### src/DatapathPkg.sv
package DatapathPkg;

	////////////////////////////////////////////////////////////////////////////
	// Widths and sizes
	////////////////////////////////////////////////////////////////////////////

	localparam int DataWidth = 16;
	localparam int SignBit = DataWidth - 1;
	localparam int RegAddrWidth = 4;
	localparam int RegCount = 1 << RegAddrWidth;
	localparam int ImmWidth = 8;
	localparam int ProgramLength = 24;
	localparam int StepWidth = $clog2(ProgramLength);

	// Each display digit is held for 2**RefreshBits cycles
	localparam int RefreshBits = 8;

	typedef logic [DataWidth-1:0] Word;
	typedef logic [RegAddrWidth-1:0] RegAddr;
	typedef logic [ImmWidth-1:0] Immediate;
	typedef logic [StepWidth-1:0] StepIndex;

	////////////////////////////////////////////////////////////////////////////
	// Opcodes, sequencer states and flags
	////////////////////////////////////////////////////////////////////////////

	typedef enum logic [3:0]
	{
		ADD,
		ADDI,
		SUB,
		AND,
		OR,
		XOR,
		SHL,
		SHR
	} AluOp;

	typedef enum logic
	{
		RUN,
		DONE
	} SeqState;

	// Carry doubles as borrow for SUB and as the shifted-out bit for shifts
	typedef struct packed
	{
		logic Carry;
		logic Zero;
		logic Negative;
		logic Overflow;
	} AluFlags;

endpackage

### src/RegPortIf.sv
interface RegPortIf;

	DatapathPkg::RegAddr ReadA;
	DatapathPkg::RegAddr ReadB;
	DatapathPkg::RegAddr WriteAddr;
	logic WriteEnable;
	DatapathPkg::Word DataA;
	DatapathPkg::Word DataB;
	DatapathPkg::Word WriteData;

	// Sequencer side also sees the data being written
	modport ctrl (output ReadA, ReadB, WriteAddr, WriteEnable, input WriteData);

	// Register file side
	modport regs (input ReadA, ReadB, WriteAddr, WriteEnable, WriteData,
		output DataA, DataB);

	// ALU side
	modport operand (input DataA, DataB, output WriteData);

endinterface

### src/Alu.sv
module Alu
(
	RegPortIf.operand Operands,
	input DatapathPkg::AluOp Op,
	input DatapathPkg::Immediate Imm,
	output DatapathPkg::AluFlags Flags
);

	DatapathPkg::Word operandA;
	DatapathPkg::Word operandB;
	DatapathPkg::Word result;
	logic [DatapathPkg::DataWidth:0] wide;
	logic carry;
	logic overflow;

	always_comb
	begin
		operandA = Operands.DataA;
		// ADDI takes the zero-extended immediate in place of port B
		operandB = (Op == DatapathPkg::ADDI) ? DatapathPkg::Word'(Imm) : Operands.DataB;
		wide = '0;
		result = '0;
		carry = 1'b0;
		overflow = 1'b0;

		case (Op)
			DatapathPkg::ADD, DatapathPkg::ADDI:
			begin
				wide = {1'b0, operandA} + {1'b0, operandB};
				result = wide[DatapathPkg::SignBit:0];
				carry = wide[DatapathPkg::DataWidth];
				overflow = (operandA[DatapathPkg::SignBit] == operandB[DatapathPkg::SignBit])
					&& (result[DatapathPkg::SignBit] != operandA[DatapathPkg::SignBit]);
			end
			DatapathPkg::SUB:
			begin
				// Top bit of the widened difference is the borrow
				wide = {1'b0, operandA} - {1'b0, operandB};
				result = wide[DatapathPkg::SignBit:0];
				carry = wide[DatapathPkg::DataWidth];
				overflow = (operandA[DatapathPkg::SignBit] != operandB[DatapathPkg::SignBit])
					&& (result[DatapathPkg::SignBit] != operandA[DatapathPkg::SignBit]);
			end
			DatapathPkg::AND: result = operandA & operandB;
			DatapathPkg::OR: result = operandA | operandB;
			DatapathPkg::XOR: result = operandA ^ operandB;
			DatapathPkg::SHL:
			begin
				result = operandA << 1;
				carry = operandA[DatapathPkg::SignBit];
			end
			DatapathPkg::SHR:
			begin
				result = operandA >> 1;
				carry = operandA[0];
			end
			default: result = '0;
		endcase

		Operands.WriteData = result;
		Flags.Carry = carry;
		Flags.Zero = (result == '0);
		Flags.Negative = result[DatapathPkg::SignBit];
		Flags.Overflow = overflow;
	end

endmodule

### src/FibonacciDatapath.sv
module FibonacciDatapath
(
	input logic Clk,
	input logic RESET,
	input logic Step,
	output logic [DatapathPkg::DataWidth-1:0] Result,
	output logic ResultValid,
	output logic [3:0] Led,
	output logic Done,
	output logic [6:0] SevenSegment,
	output logic [3:0] Enable
);

	DatapathPkg::AluOp aluOp;
	DatapathPkg::Immediate aluImm;
	DatapathPkg::AluFlags aluFlags;
	DatapathPkg::AluFlags ledFlags;

	RegPortIf regPort ();

	ProgramSequencer sequencer
	(
		.Clk(Clk),
		.RESET(RESET),
		.Step(Step),
		.Ctrl(regPort.ctrl),
		.Op(aluOp),
		.Imm(aluImm),
		.AluFlagsIn(aluFlags),
		.Result(Result),
		.ResultValid(ResultValid),
		.Led(ledFlags),
		.Done(Done)
	);

	RegisterFile regFile (.Clk(Clk), .RESET(RESET), .Regs(regPort.regs));

	Alu alu (.Operands(regPort.operand), .Op(aluOp), .Imm(aluImm), .Flags(aluFlags));

	HexDisplayDriver display
	(
		.Clk(Clk),
		.RESET(RESET),
		.Value(Result),
		.SevenSegment(SevenSegment),
		.Enable(Enable)
	);

	// Carry, Zero, Negative, Overflow from bit 3 down
	assign Led = ledFlags;

endmodule

### src/HexDisplayDriver.sv
module HexDisplayDriver
(
	input logic Clk,
	input logic RESET,
	input DatapathPkg::Word Value,
	output logic [6:0] SevenSegment,
	output logic [3:0] Enable
);

	logic [DatapathPkg::RefreshBits-1:0] refreshCount;
	logic [1:0] digitIndex;
	logic [1:0] nextIndex;
	logic [3:0] nibble;
	logic refreshTick;

	assign refreshTick = (refreshCount == '1);

	// First tick after reset starts at digit 0
	assign nextIndex = (Enable == 4'b1111) ? 2'd0 : digitIndex + 2'd1;

	always_ff @(posedge Clk)
	begin
		if (RESET)
		begin
			refreshCount <= '0;
			digitIndex <= 2'd0;
			Enable <= 4'b1111;
		end
		else
		begin
			refreshCount <= refreshCount + 1'b1;
			if (refreshTick)
			begin
				digitIndex <= nextIndex;
				Enable <= ~(4'b0001 << nextIndex);
			end
		end
	end

	assign nibble = Value[{digitIndex, 2'b00} +: 4];

	// Active-low segments with g in bit 6
	always_comb
	begin
		case (nibble)
			4'h0: SevenSegment = 7'b1000000;
			4'h1: SevenSegment = 7'b1111001;
			4'h2: SevenSegment = 7'b0100100;
			4'h3: SevenSegment = 7'b0110000;
			4'h4: SevenSegment = 7'b0011001;
			4'h5: SevenSegment = 7'b0010010;
			4'h6: SevenSegment = 7'b0000010;
			4'h7: SevenSegment = 7'b1111000;
			4'h8: SevenSegment = 7'b0000000;
			4'h9: SevenSegment = 7'b0010000;
			4'hA: SevenSegment = 7'b0001000;
			4'hB: SevenSegment = 7'b0000011;
			4'hC: SevenSegment = 7'b1000110;
			4'hD: SevenSegment = 7'b0100001;
			4'hE: SevenSegment = 7'b0000110;
			default: SevenSegment = 7'b0001110;
		endcase
	end

endmodule

### src/ProgramSequencer.sv
module ProgramSequencer
(
	input logic Clk,
	input logic RESET,
	input logic Step,
	RegPortIf.ctrl Ctrl,
	output DatapathPkg::AluOp Op,
	output DatapathPkg::Immediate Imm,
	input DatapathPkg::AluFlags AluFlagsIn,
	output DatapathPkg::Word Result,
	output logic ResultValid,
	output DatapathPkg::AluFlags Led,
	output logic Done
);

	DatapathPkg::StepIndex stepCount;
	DatapathPkg::SeqState state;
	DatapathPkg::RegAddr writeAddr;
	logic writeEnable;

	// Destination is always the low four bits of the step
	assign writeAddr = stepCount[DatapathPkg::RegAddrWidth-1:0];
	assign writeEnable = Step && (state == DatapathPkg::RUN);
	assign Done = (state == DatapathPkg::DONE);

	assign Ctrl.WriteAddr = writeAddr;
	assign Ctrl.WriteEnable = writeEnable;

	////////////////////////////////////////////////////////////////////////////
	// Built-in program
	////////////////////////////////////////////////////////////////////////////

	always_comb
	begin
		Ctrl.ReadA = '0;
		Ctrl.ReadB = '0;
		Op = DatapathPkg::ADD;
		Imm = '0;

		case (stepCount)
			// Seed r0 and r1 with r15 + 1 while r15 is still zero
			5'd0, 5'd1:
			begin
				Ctrl.ReadA = 4'd15;
				Op = DatapathPkg::ADDI;
				Imm = 8'd1;
			end
			5'd16:
			begin
				Ctrl.ReadA = 4'd15;
				Ctrl.ReadB = 4'd14;
				Op = DatapathPkg::SUB;
			end
			5'd17:
			begin
				Ctrl.ReadA = 4'd15;
				Ctrl.ReadB = 4'd14;
				Op = DatapathPkg::AND;
			end
			5'd18:
			begin
				Ctrl.ReadA = 4'd13;
				Ctrl.ReadB = 4'd12;
				Op = DatapathPkg::OR;
			end
			5'd19:
			begin
				Ctrl.ReadA = 4'd11;
				Ctrl.ReadB = 4'd10;
				Op = DatapathPkg::XOR;
			end
			5'd20:
			begin
				Ctrl.ReadA = 4'd9;
				Op = DatapathPkg::SHL;
			end
			5'd21:
			begin
				Ctrl.ReadA = 4'd8;
				Op = DatapathPkg::SHR;
			end
			// Negative result with borrow
			5'd22:
			begin
				Ctrl.ReadA = 4'd0;
				Ctrl.ReadB = 4'd15;
				Op = DatapathPkg::SUB;
			end
			5'd23:
			begin
				Ctrl.ReadA = 4'd15;
				Op = DatapathPkg::ADDI;
				Imm = 8'hFF;
			end
			// Fibonacci steps 2 to 15 add the two previous registers
			default:
			begin
				Ctrl.ReadA = writeAddr - DatapathPkg::RegAddr'(2);
				Ctrl.ReadB = writeAddr - DatapathPkg::RegAddr'(1);
			end
		endcase
	end

	////////////////////////////////////////////////////////////////////////////
	// Step counter, state and result capture
	////////////////////////////////////////////////////////////////////////////

	always_ff @(posedge Clk)
	begin
		if (RESET)
		begin
			stepCount <= '0;
			state <= DatapathPkg::RUN;
			Result <= '0;
			Led <= '0;
			ResultValid <= 1'b0;
		end
		else
		begin
			ResultValid <= writeEnable;
			if (writeEnable)
			begin
				Result <= Ctrl.WriteData;
				Led <= AluFlagsIn;
				// Counter parks on the last step
				if (stepCount == DatapathPkg::StepIndex'(DatapathPkg::ProgramLength - 1))
					state <= DatapathPkg::DONE;
				else
					stepCount <= stepCount + 1'b1;
			end
		end
	end

endmodule

### src/RegisterFile.sv
module RegisterFile
(
	input logic Clk,
	input logic RESET,
	RegPortIf.regs Regs
);

	DatapathPkg::Word registers [DatapathPkg::RegCount];

	// Single write port cleared on reset
	always_ff @(posedge Clk)
	begin
		if (RESET)
		begin
			for (int i = 0; i < DatapathPkg::RegCount; i++)
			begin
				registers[i] <= '0;
			end
		end
		else if (Regs.WriteEnable)
		begin
			registers[Regs.WriteAddr] <= Regs.WriteData;
		end
	end

	// Two asynchronous read ports
	always_comb
	begin
		Regs.DataA = registers[Regs.ReadA];
		Regs.DataB = registers[Regs.ReadB];
	end

endmodule

### config.mk
export PLATFORM = sky130hd
export DESIGN_NAME = FibonacciDatapath
export DESIGN_NICKNAME = d
export VERILOG_FILES = /design/src/DatapathPkg.sv /design/src/RegPortIf.sv /design/src/Alu.sv /design/src/FibonacciDatapath.sv /design/src/HexDisplayDriver.sv /design/src/ProgramSequencer.sv /design/src/RegisterFile.sv
export SDC_FILE = /design/constraint.sdc
export NUM_CORES = 1
export LEC_CHECK = 0
export ABC_CLOCK_PERIOD_IN_PS = 10300
export BUFFER_PORTS_ARGS = -buffer_cell sky130_fd_sc_hd__buf_2
export CAP_MARGIN = 20
export CORE_MARGIN = 10
export CORE_UTILIZATION = 50
export DETAILED_ROUTE_END_ITERATION = 8
export PLACE_DENSITY = 0.66
export SYNTH_ARGS = -nofsm -noshare
export SYNTH_HDL_FRONTEND = slang
export SYNTH_SLANG_ARGS = --single-unit
### constraint.sdc
create_clock -name Clk -period 10.3 [get_ports Clk]
set_clock_uncertainty 0.15 [all_clocks]
set_input_delay 0.515 -clock Clk [delete_from_list [all_inputs] [get_ports Clk]]
set_output_delay 0.515 -clock Clk [all_outputs]
set_load 0.01 [all_outputs]
; After elaboration in Yosys (flattened, before gate mapping)
; Memory sizes are Yosys's and may differ from the RTL's.
; Index checks and enable logic that the tools add are counted.
[word_totals]
register_bits = 41
ramBits = 256
romBits = 112
inputBits = 3
output_inout_bits = 33
elab_cells = 83
mem_count = 2
[op_classes]
addsub = 7
n_eq_ne = 22
shift = 2
n_mux = 17
bitwise_logic = 6
n_reduce_logical = 16
[memory_table]
columns = name, words, word_bits, rd, rd_clocked_by_memory_dff, wr, line_no
row1 = regFile.registers, 16, 16, 2, 0, 16, RegisterFile.sv:8  ; DatapathPkg::Word registers [DatapathPkg::RegCount];
row2 = (name not given), 16, 7, 1, 0, 0, HexDisplayDriver.sv:45  ; case (nibble)
[ops]
columns = cell, count
row1 = $pmux 16 s7, 1
row2 = $eq 5x5->1 const B, 8
row3 = $mux 16, 2
row4 = $pmux 4 s6, 1
row5 = $pmux 3 s7, 1
row6 = $pmux 4 s5, 1
row7 = $add 16x16->17, 1
row8 = $sub 16x16->17, 1
row9 = $and 16x16->16, 1
row10 = $logic_not 16->1, 1
row11 = $or 16x16->16, 1
row12 = $pmux 8 s2, 1
row13 = $reduce_or 16->1, 1
row14 = $shiftx 16x5->4, 1
row15 = $xor 16x16->16, 1
row16 = $eq 3x3->1 const B, 4
row17 = $reduce_or 5->1, 2
row18 = $add 8x1->8 const B, 1
row19 = $eq 8x8->1 const B, 1
row20 = $reduce_or 2->1, 4
row21 = $eq 3x2->1 const B, 2
row22 = $mux 1, 6
row23 = $add 5x1->5 const B, 1
row24 = $eq 5x1->1 const B, 1
row25 = 19 further kinds, 25

; Depth between registers and ports, before layout
; Gate-level depths: netlist (run 1).
[logic_depth]
word_depth = 9
depth_mapped = 31
depth_no_buf = 26

; By module
; Synthesis (run 1) repeated with hierarchy kept, for this count alone.
[unflattened]
hier_cells = 1640
area_unflattened_um2 = 19287.2
[modules_own_cells]
columns = module, instances, cells_each, area_per_inst_um2
row1 = RegisterFile, 1, 859, 13414.1
row2 = Alu, 1, 484, 3493.4
row3 = ProgramSequencer, 1, 199, 1463.9
row4 = HexDisplayDriver, 1, 98, 915.9

; Least setup slack after synthesis (run 1)
; OpenSTA, ideal clock, no wires.
[synth_path]
path_type = register to register
from = reg sequencer.stepCount[0]
to = mem regFile.registers[6][15] in the netlist's numbering (data pin)
setup_ps = 266
arrival_time_ps = 6300
setup_slack_ps = 3584
stages_incl_launch_ff = 26
path_cell_list = dfxtp_1 -> inv_1 -> ha_1 -> or2_2 -> a22oi_4 -> o21ai_0 -> o221ai_1 -> buf_2 -> clkbuf_1 -> a311oi_1 -> a211o_1 -> a31o_2 -> ha_1 -> clkbuf_1 -> o21ai_0 -> o21ai_0 -> nand2_1 -> a221oi_1 -> a221oi_1 -> o21bai_1 -> a21oi_1 -> a221oi_1 -> a21oi_1 -> a211oi_1 -> clkbuf_1 -> nor2_1
[synth_rtl]
columns = element, line_no
row1 = start: declaration, ProgramSequencer.sv:16  ; DatapathPkg::StepIndex stepCount;
row2 = start signal: assignment, ProgramSequencer.sv:129  ; stepCount <= stepCount + 1'b1;
row3 = end: declaration, RegisterFile.sv:8

; Final worst setup path (run 1)
[layout_path]
from = reg sequencer.stepCount[0]
to = reg, netlist name sequencer.Led[2]
[layout_between]
elab_chain_len = 8
elab_cells_between_ends = 40
classes_between = add/sub (4) / eq/ne (16) / mux (6) / bitwise (3) / reduce/logical (10) / memory (1)
[layout_rtl]
columns = element, line_no
row1 = branches (longest 6 deep; another with $sub 16x16->17), n/a
row2 = $pmux 16 s7 *, Alu.sv:26  ; case (Op)
row3 = $logic_not 16->1 *, Alu.sv:62  ; Flags.Zero = (result == '0);
; Mark *: on every way between the ends.
; A chain may end at the register's enable or synchronous reset.

==> results of run 1 <==
layer usage:
layer | global-route usage (%) | share of wire, % | vias up
met5 | 0 | 0 | -
met4 | 13.5 | 4.9 | 0
met3 | 5.48 | 11 | 184
met2 | 42.7 | 44 | 1113
met1 | 37.1 | 39 | 8287
li1 | - | - | 7566
area by class of cell:
class / count / area, µm²
multi-input cells: 1591 / 9810
clock inverters: 18 / 134
fillers: 3424 / 16800
inverters: 50 / 188
clock buffers: 43 / 906
repair buffers: 89 / 691
flip-flops and latches: 296 / 8490
well taps: 511 / 639
report_power, final:
| group | total (mW) | internal (mW) | switching [mW] |
|---|---|---|---|
| registers | 1.41 | 1.37 | 0.0424 |
| clock network | 1.16 | 0.654 | 0.506 |
| logic | 1.99 | 0.613 | 1.38 |
| total | 4.56 | 2.64 | 1.93 |
stage by stage:
step,cells,util (%),setup WS [ns],hold WS (ns)
after floorplan,2116,-,3.58,0.263
after global routing,2598,55.4,1.15,0.110
after global placement,2528,52.2,1.85,0.276
after CTS,2592,55.1,1.83,0.0899
after detailed placement,2531,52.4,1.87,0.283
final,2598,55.4,1.60,0.0932
worst max-delay path by stage:
stage	from	slack (ns)	to
final	sequencer.stepCount[0]	1.60	sequencer.Led[2]
after global routing	sequencer.stepCount[0]	1.15	sequencer.Led[2]
after CTS	sequencer.stepCount[0]	1.83	sequencer.Led[2]
after detailed placement	sequencer.stepCount[0]	1.87	sequencer.Led[2]
after global placement	sequencer.stepCount[0]	1.85	regFile.registers[12][15]
after floorplan	sequencer.stepCount[0]	3.58	regFile.registers[6][15]
synthesized netlist by cell type, types with 12 or more instances:
| master | instances |
|---|---|
| a31oi_1 | 35 |
| and2_1 | 70 |
| nor3_1 | 12 |
| a311oi_1 | 33 |
| edfxtp_1 | 256 |
| nor2_1 | 350 |
| dfxtp_1 | 40 |
| a21oi_1 | 57 |
| ha_1 | 62 |
| nand2b_1 | 25 |
| o221ai_1 | 16 |
| nand3_1 | 91 |
| clkbuf_1 | 130 |
| mux2i_1 | 29 |
| o21ai_0 | 37 |
| buf_2 | 22 |
| a211o_1 | 14 |
| inv_1 | 48 |
| a21boi_0 | 21 |
| or2_2 | 13 |
| and3_1 | 28 |
| a21o_1 | 15 |
| o22ai_1 | 18 |
| o211ai_1 | 20 |
| mux2_2 | 12 |
| buf_1 | 18 |
| a211oi_1 | 104 |
| nand2_1 | 343 |
| a311o_1 | 12 |
logic make-up after synthesis:
kind of cell    after synthesis
simple gates                967
compound gates              493
flops                       296
buf+inv                     229
fa+ha+maj                    64
mux                          52
xor+xnor                     15
sequential cells by signal (all words and copies together), names as in the netlist:
| signal | cells |
|---|---|
| regFile.registers | 256 |
| sequencer.stepCount | 5 |
| display.refreshCount | 8 |
| sequencer.Done | 1 |
| sequencer.ResultValid | 1 |
| display.digitIndex | 2 |
| sequencer.Result | 15 |
| sequencer.Led | 4 |
| display.Enable | 4 |
cells in the final DEF, fill, tap and decap left out, types with 29 or more instances in the layout:
cell type	instances
nor2_1	349
nand2_1	341
edfxtp_1	256
a211oi_1	101
nand3_1	91
and2_1	69
ha_1	62
a21oi_1	57
inv_1	48
buf_4	42
dfxtp_1	40
o21ai_0	37
a31oi_1	35
clkbuf_16	35
buf_2	35
a311oi_1	32
mux2i_1	29
worst max-delay path, cell delays in order (launching register included):
cell      delay [ns]
dfxtp_1         0.46
inv_1           0.14
ha_1            0.35
or2_2           0.37
a22oi_4         0.71
o21ai_0         0.52
o221a_4         0.62
buf_12          0.29
and2_1          0.19
a211oi_1        0.26
a31oi_1         0.07
a21oi_1         0.25
nand2_1         0.16
a31o_2          0.36
ha_1            0.36
a211oi_1        0.41
o21ai_0         0.25
a21oi_1         0.28
o311ai_0        0.22
a221o_1         0.35
a221oi_1        0.39
o221a_2         0.58
and4_1          0.27
and4_1          0.18
and4_1          0.19
a41o_1          0.17
==> flow_summary.ini, run 1 <==
[outcome]
status = finished clean

[floorplan]
placement_rows = 71
die_width_um = 215
dieArea_mm2 = 0.0464
die_h_um = 215
ios = 36
core_area_mm2 = 0.0377
start_util_pct = 50.7

[clocking]
cts_setup_buffers = 0
cts_tree = done
cts_made_buffers = 34
clk_path_buf_depth = 3
htree_levels = 2
cts_resized = 0
clock-sinks = 296
insertion_delay_ns = 0.53
hold_buffers = 0
path_clk_slew_ns = 0.06
root_buffer = clkbuf_16

[sta]
hold_viol_final = 0
period_needed_ns = 8.70
tns_ns = 0
fmax_mhz = 115
relSlewSlack_pct = 20.4
setup_violations = 0
worstMarginPinSlew_ns = 1.19
rsz0062_at_grt = false
final_max_slew_viol_count = 0
min_period_over_period_pct = 84.5

[logic_synthesis]
synthTopCellsByArea = edfxtp_1 40%, nor2_1 6.9%, nand2_1 6.7%, dfxtp_1 4.2%, a211oi_1 4.1%
async_flop_share_pct = 0
synth_xor_area_share_pct = 0.687
synth-simple-area-share_pct = 22.2
synth_top_area_share_pct = 40.2
syn_area_mm2 = 0.0191
synth-compound-area-share_pct = 20.1
yosys.area.top_type = edfxtp_1
muxShareOfSynthArea_pct = 3.46
ys_warn_count = 0
synth-edff-count = 256
synth_top_family_by_area = simple AND/OR/NAND/NOR gates
ys_types = 89
synth_fp_nets = 2183
synth_fa_ha_area_share_pct = 4.27
ys_seq_area_share_pct = 44.4
syn-mean-instance-area_um2 = 9.03
synth_ff_type = edfxtp_1
syn_inst = 2116
synth_seq_cells = 296

[min_path]
worstHoldPathType = input pin to register
hold_start = Step
min_to = sequencer.Done
hold_depth = 3

[cells_and_area]
n_antenna_cell = 0
final_area_mm2 = 0.0209
area_delta_synth_final_pct = 9.13
fin_nets = 2129
drive_above_1_share_pct = 10.9

[pwr]
power_mw = 4.56
ir_drop_mv = 0.100
p_leak_nw = 7.70
pwr_density_cell_mw_per_mm2 = 219

[worst_setup_path]
rr_worst_depth = 25
r2r_end = sequencer.Led[2]
critical_path.max_fanout = 59
cp-end-kind = register
rrSetupSlack_ns = 1.60
crit_arrival_ns = 9.03
reg2reg_from = sequencer.stepCount[0]
required_ns = 10.63
worstSetupPathType = register to register
worstSetupStartpointType = register

[placed_design]
hpwlAfterDp_um = 43300
gp_congestion = 0.956
io_buffers = 35
place_area_mm2 = 0.0197

[global_route]
grt_start_max_net_pins = 69
grt_remaining_overflow = 0
grt_pass1_wl_um = 100000
grt_usage_pct = 27.8
grt_pass1_vias = 16000
antenna_found_initial = 0

[routing]
drt_wl_total_um = 67100
vias = 17200
dr.pass1.iters = 6
drtIter0Drc = 2544
ant_nets = 0
viasPerCell = 6.60
drcViolationCount = 0
detail_route.wl_per_cell_um = 25.8

[flow_run]
drv_cap = 0
Note: power is estimated with default switching activity, not from simulation.
==> run 2, diff against run 1 <==
--- a/config.mk
+++ b/config.mk
@@ -5,7 +5,7 @@
 export SDC_FILE = /design/constraint.sdc
 export NUM_CORES = 1
 export LEC_CHECK = 0
-export ABC_CLOCK_PERIOD_IN_PS = 10300
+export ABC_CLOCK_PERIOD_IN_PS = 8650
 export BUFFER_PORTS_ARGS = -buffer_cell sky130_fd_sc_hd__buf_2
 export CAP_MARGIN = 20
 export CORE_MARGIN = 10
==> constraint.sdc (replaced) <==
create_clock -name Clk -period 8.65 [get_ports Clk]
set_clock_uncertainty 0.15 [all_clocks]
set_input_delay 0.4325 -clock Clk [delete_from_list [all_inputs] [get_ports Clk]]
set_output_delay 0.4325 -clock Clk [all_outputs]
set_load 0.01 [all_outputs]
==> run 2 against run 1 <==
  * Wire length increased by 1.1%
  * Via count is 1.2% higher
  * Clock power up 22%
  * Setup slack lost 0.73 ns
  * Global-route usage is 0.22 points higher
  * Core utilization grew 0.75 points
  * Hold slack worse by 0.084 ns
  * Fmax up 12%
  * Flip-flop and latch count stayed put
  * Design area is 1.4% higher
  * Critical path type unchanged
==> flow_summary.ini, run 2 (synthesis results as in run 1) <==
[cells_and_area]
multiInputGateArea_mm2 = 0.00981
area_delta_synth_final_pct = 10.6
reg_top3 = regFile.registers x256, sequencer.Result x15, display.refreshCount x8
seqCellArea_mm2 = 0.00849
top_register = regFile.registers
fillers = 3349
n_antenna_cell = 0
drive_above_1_share_pct = 12.2
fin_cells = 2633
final_cell_mix = 349 x nor2_1, 341 x nand2_1, 256 x edfxtp_1
final_common_cell = nor2_1
fin_nets = 2163
largest_reg_flops = 256

[placed_design]
dp_slack_ns = 1.11
hpwlAfterDp_um = 44600
placed_cells = 2565
io_buffers = 35
gp_congestion = 0.972

[sta]
rsz0062_at_grt = false
min_period_over_period_pct = 90.0
tns_ns = 0
final_max_slew_viol_count = 0
worstMarginPinSlew_ns = 1.18
relSlewSlack_pct = 21.4
fmax_mhz = 128
layout_setup_ws_ns = 0.866
hold_viol_final = 0
setup_violations = 0
period_needed_ns = 7.78
hold_ws_ns = 0.00966

[worst_setup_path]
cp-end-kind = register
reg2reg_from = sequencer.stepCount[1]
r2r_end = sequencer.Led[2]
worstSetupPathType = register to register
required_ns = 8.97
rrSetupSlack_ns = 0.87
slowest_stage = o221a_4
path_common_cell = and4_1
slowest_delay_ns = 0.69
worstSetupStartpointType = register
crit_path_end = sequencer.Led[2]
critical_path.max_fanout = 44
rr_worst_depth = 24
crit_start = sequencer.stepCount[1]
worstPathCellList = inv_1, ha_1, o21bai_2, o21a_1, o21ai_0, o221a_4, buf_4, and2_1, a211oi_1, a311oi_1, a211o_1, a31o_2, ha_1, a211oi_1, o21ai_0, a21oi_1, o311ai_0, a221o_1, a221oi_1, o221a_2, and4_1, and4_1, and4_1, a41o_1
crit_arrival_ns = 8.11

[clocking]
root_buffer = clkbuf_16
hold_buffers = 0
path_clk_slew_ns = 0.06
clk_path_buf_depth = 3
cts_tree = done
cts_resized = 0
clock-sinks = 296
cts_setup_buffers = 0
insertion_delay_ns = 0.54
htree_levels = 2
cts_made_buffers = 35

[global_route]
use_met1_pct = 37.2
use_met3_pct = 6.28
grt_usage_pct = 28.1
grt_pass1_vias = 16100
met2_usage_pct = 42.3
antenna_found_initial = 1
grt_remaining_overflow = 0
grt_start_max_net_pins = 73
top_usage_layer = met2
grt_pass1_wl_um = 101000

[routing]
dr.pass1.iters = 5
vias = 17400
ant_nets = 0
drt_wl_total_um = 67800
drtIter0Drc = 2626
drcViolationCount = 0
detail_route.wl_per_cell_um = 25.8
viasPerCell = 6.59

[pwr]
p_clk_share_pct = 25.6
ir_drop_mv = 0.147
p_sw_mw = 2.31
p_int_mw = 3.19
p_leak_nw = 7.87
p_sw_share_pct = 42.0
pwr_density_cell_mw_per_mm2 = 260
pwr-share-seq_pct = 30.5
pwr-share-comb_pct = 43.9

[outcome]
status = finished clean

[flow_run]
drv_cap = 0

[floorplan]
die_h_um = 215
core_area_mm2 = 0.0377
ios = 36
dieArea_mm2 = 0.0464
die_width_um = 215
placement_rows = 71
start_util_pct = 50.7

[min_path]
worstHoldPathType = input pin to register
run 2: metrics by stage:
step | total power, mW | util [%] | instance area [µm²]
after floorplan | 3.20 | - | 19100
after global placement | 3.99 | 52.9 | 19900
after detailed placement | 4.02 | 53.0 | 19900
after CTS | 5.42 | 55.8 | 21000
after global routing | 5.73 | 56.1 | 21100
final | 5.50 | 56.1 | 21100
run 2: critical path: cells and delay by family (launching register included):
| family | cells | cell delay, ns |
|---|---|---|
| buffers and inverters | 2 | 0.68 |
| AND/OR/NAND/NOR | 4 | 0.77 |
| flip-flops | 1 | 0.38 |
| AO/OA/AOI/OAI | 16 | 5.00 |
| adder cells (fa/ha/maj) | 2 | 0.72 |
run 2: metal layers:
layer / up-vias / wire [µm]
li1: 7649 / -
met3: 211 / 7500
met1: 8370 / 27000
met5: - / 13
met2: 1120 / 29700
met4: 2 / 3620
run 2: cell type report:
| class | count | area share [%] |
|---|---|---|
| clock buffer | 45 | 4.42 |
| clock inverter | 18 | 0.675 |
| inverter | 50 | 0.888 |
| multi-input combinational | 1591 | 46.4 |
| sequential | 296 | 40.2 |
| tap | 511 | 3.02 |
| timing repair buffer | 122 | 4.43 |
run 2: power by group through the flow:
stage | sequential [mW] | combinational (mW) | clock [mW]
after floorplan | 1.70 | 1.50 | 0
after global placement | 1.70 | 2.29 | 0
after detailed placement | 1.71 | 2.31 | 0
after CTS | 1.68 | 2.33 | 1.42
after global routing | 1.69 | 2.56 | 1.48
final | 1.68 | 2.42 | 1.41
run 2: worst min path at each step:
stage                                 start                 endpoint  slack (ns)  cells past startpoint
floorplan           display.refreshCount[0]  display.refreshCount[0]        0.26                      1
finish                                 Step           sequencer.Done        0.01                      3
global placement    display.refreshCount[0]  display.refreshCount[0]        0.28                      1
detailed placement  display.refreshCount[0]  display.refreshCount[0]        0.28                      1
CTS                                    Step           sequencer.Done       0.001                      3
global route                           Step           sequencer.Done        0.05                      3
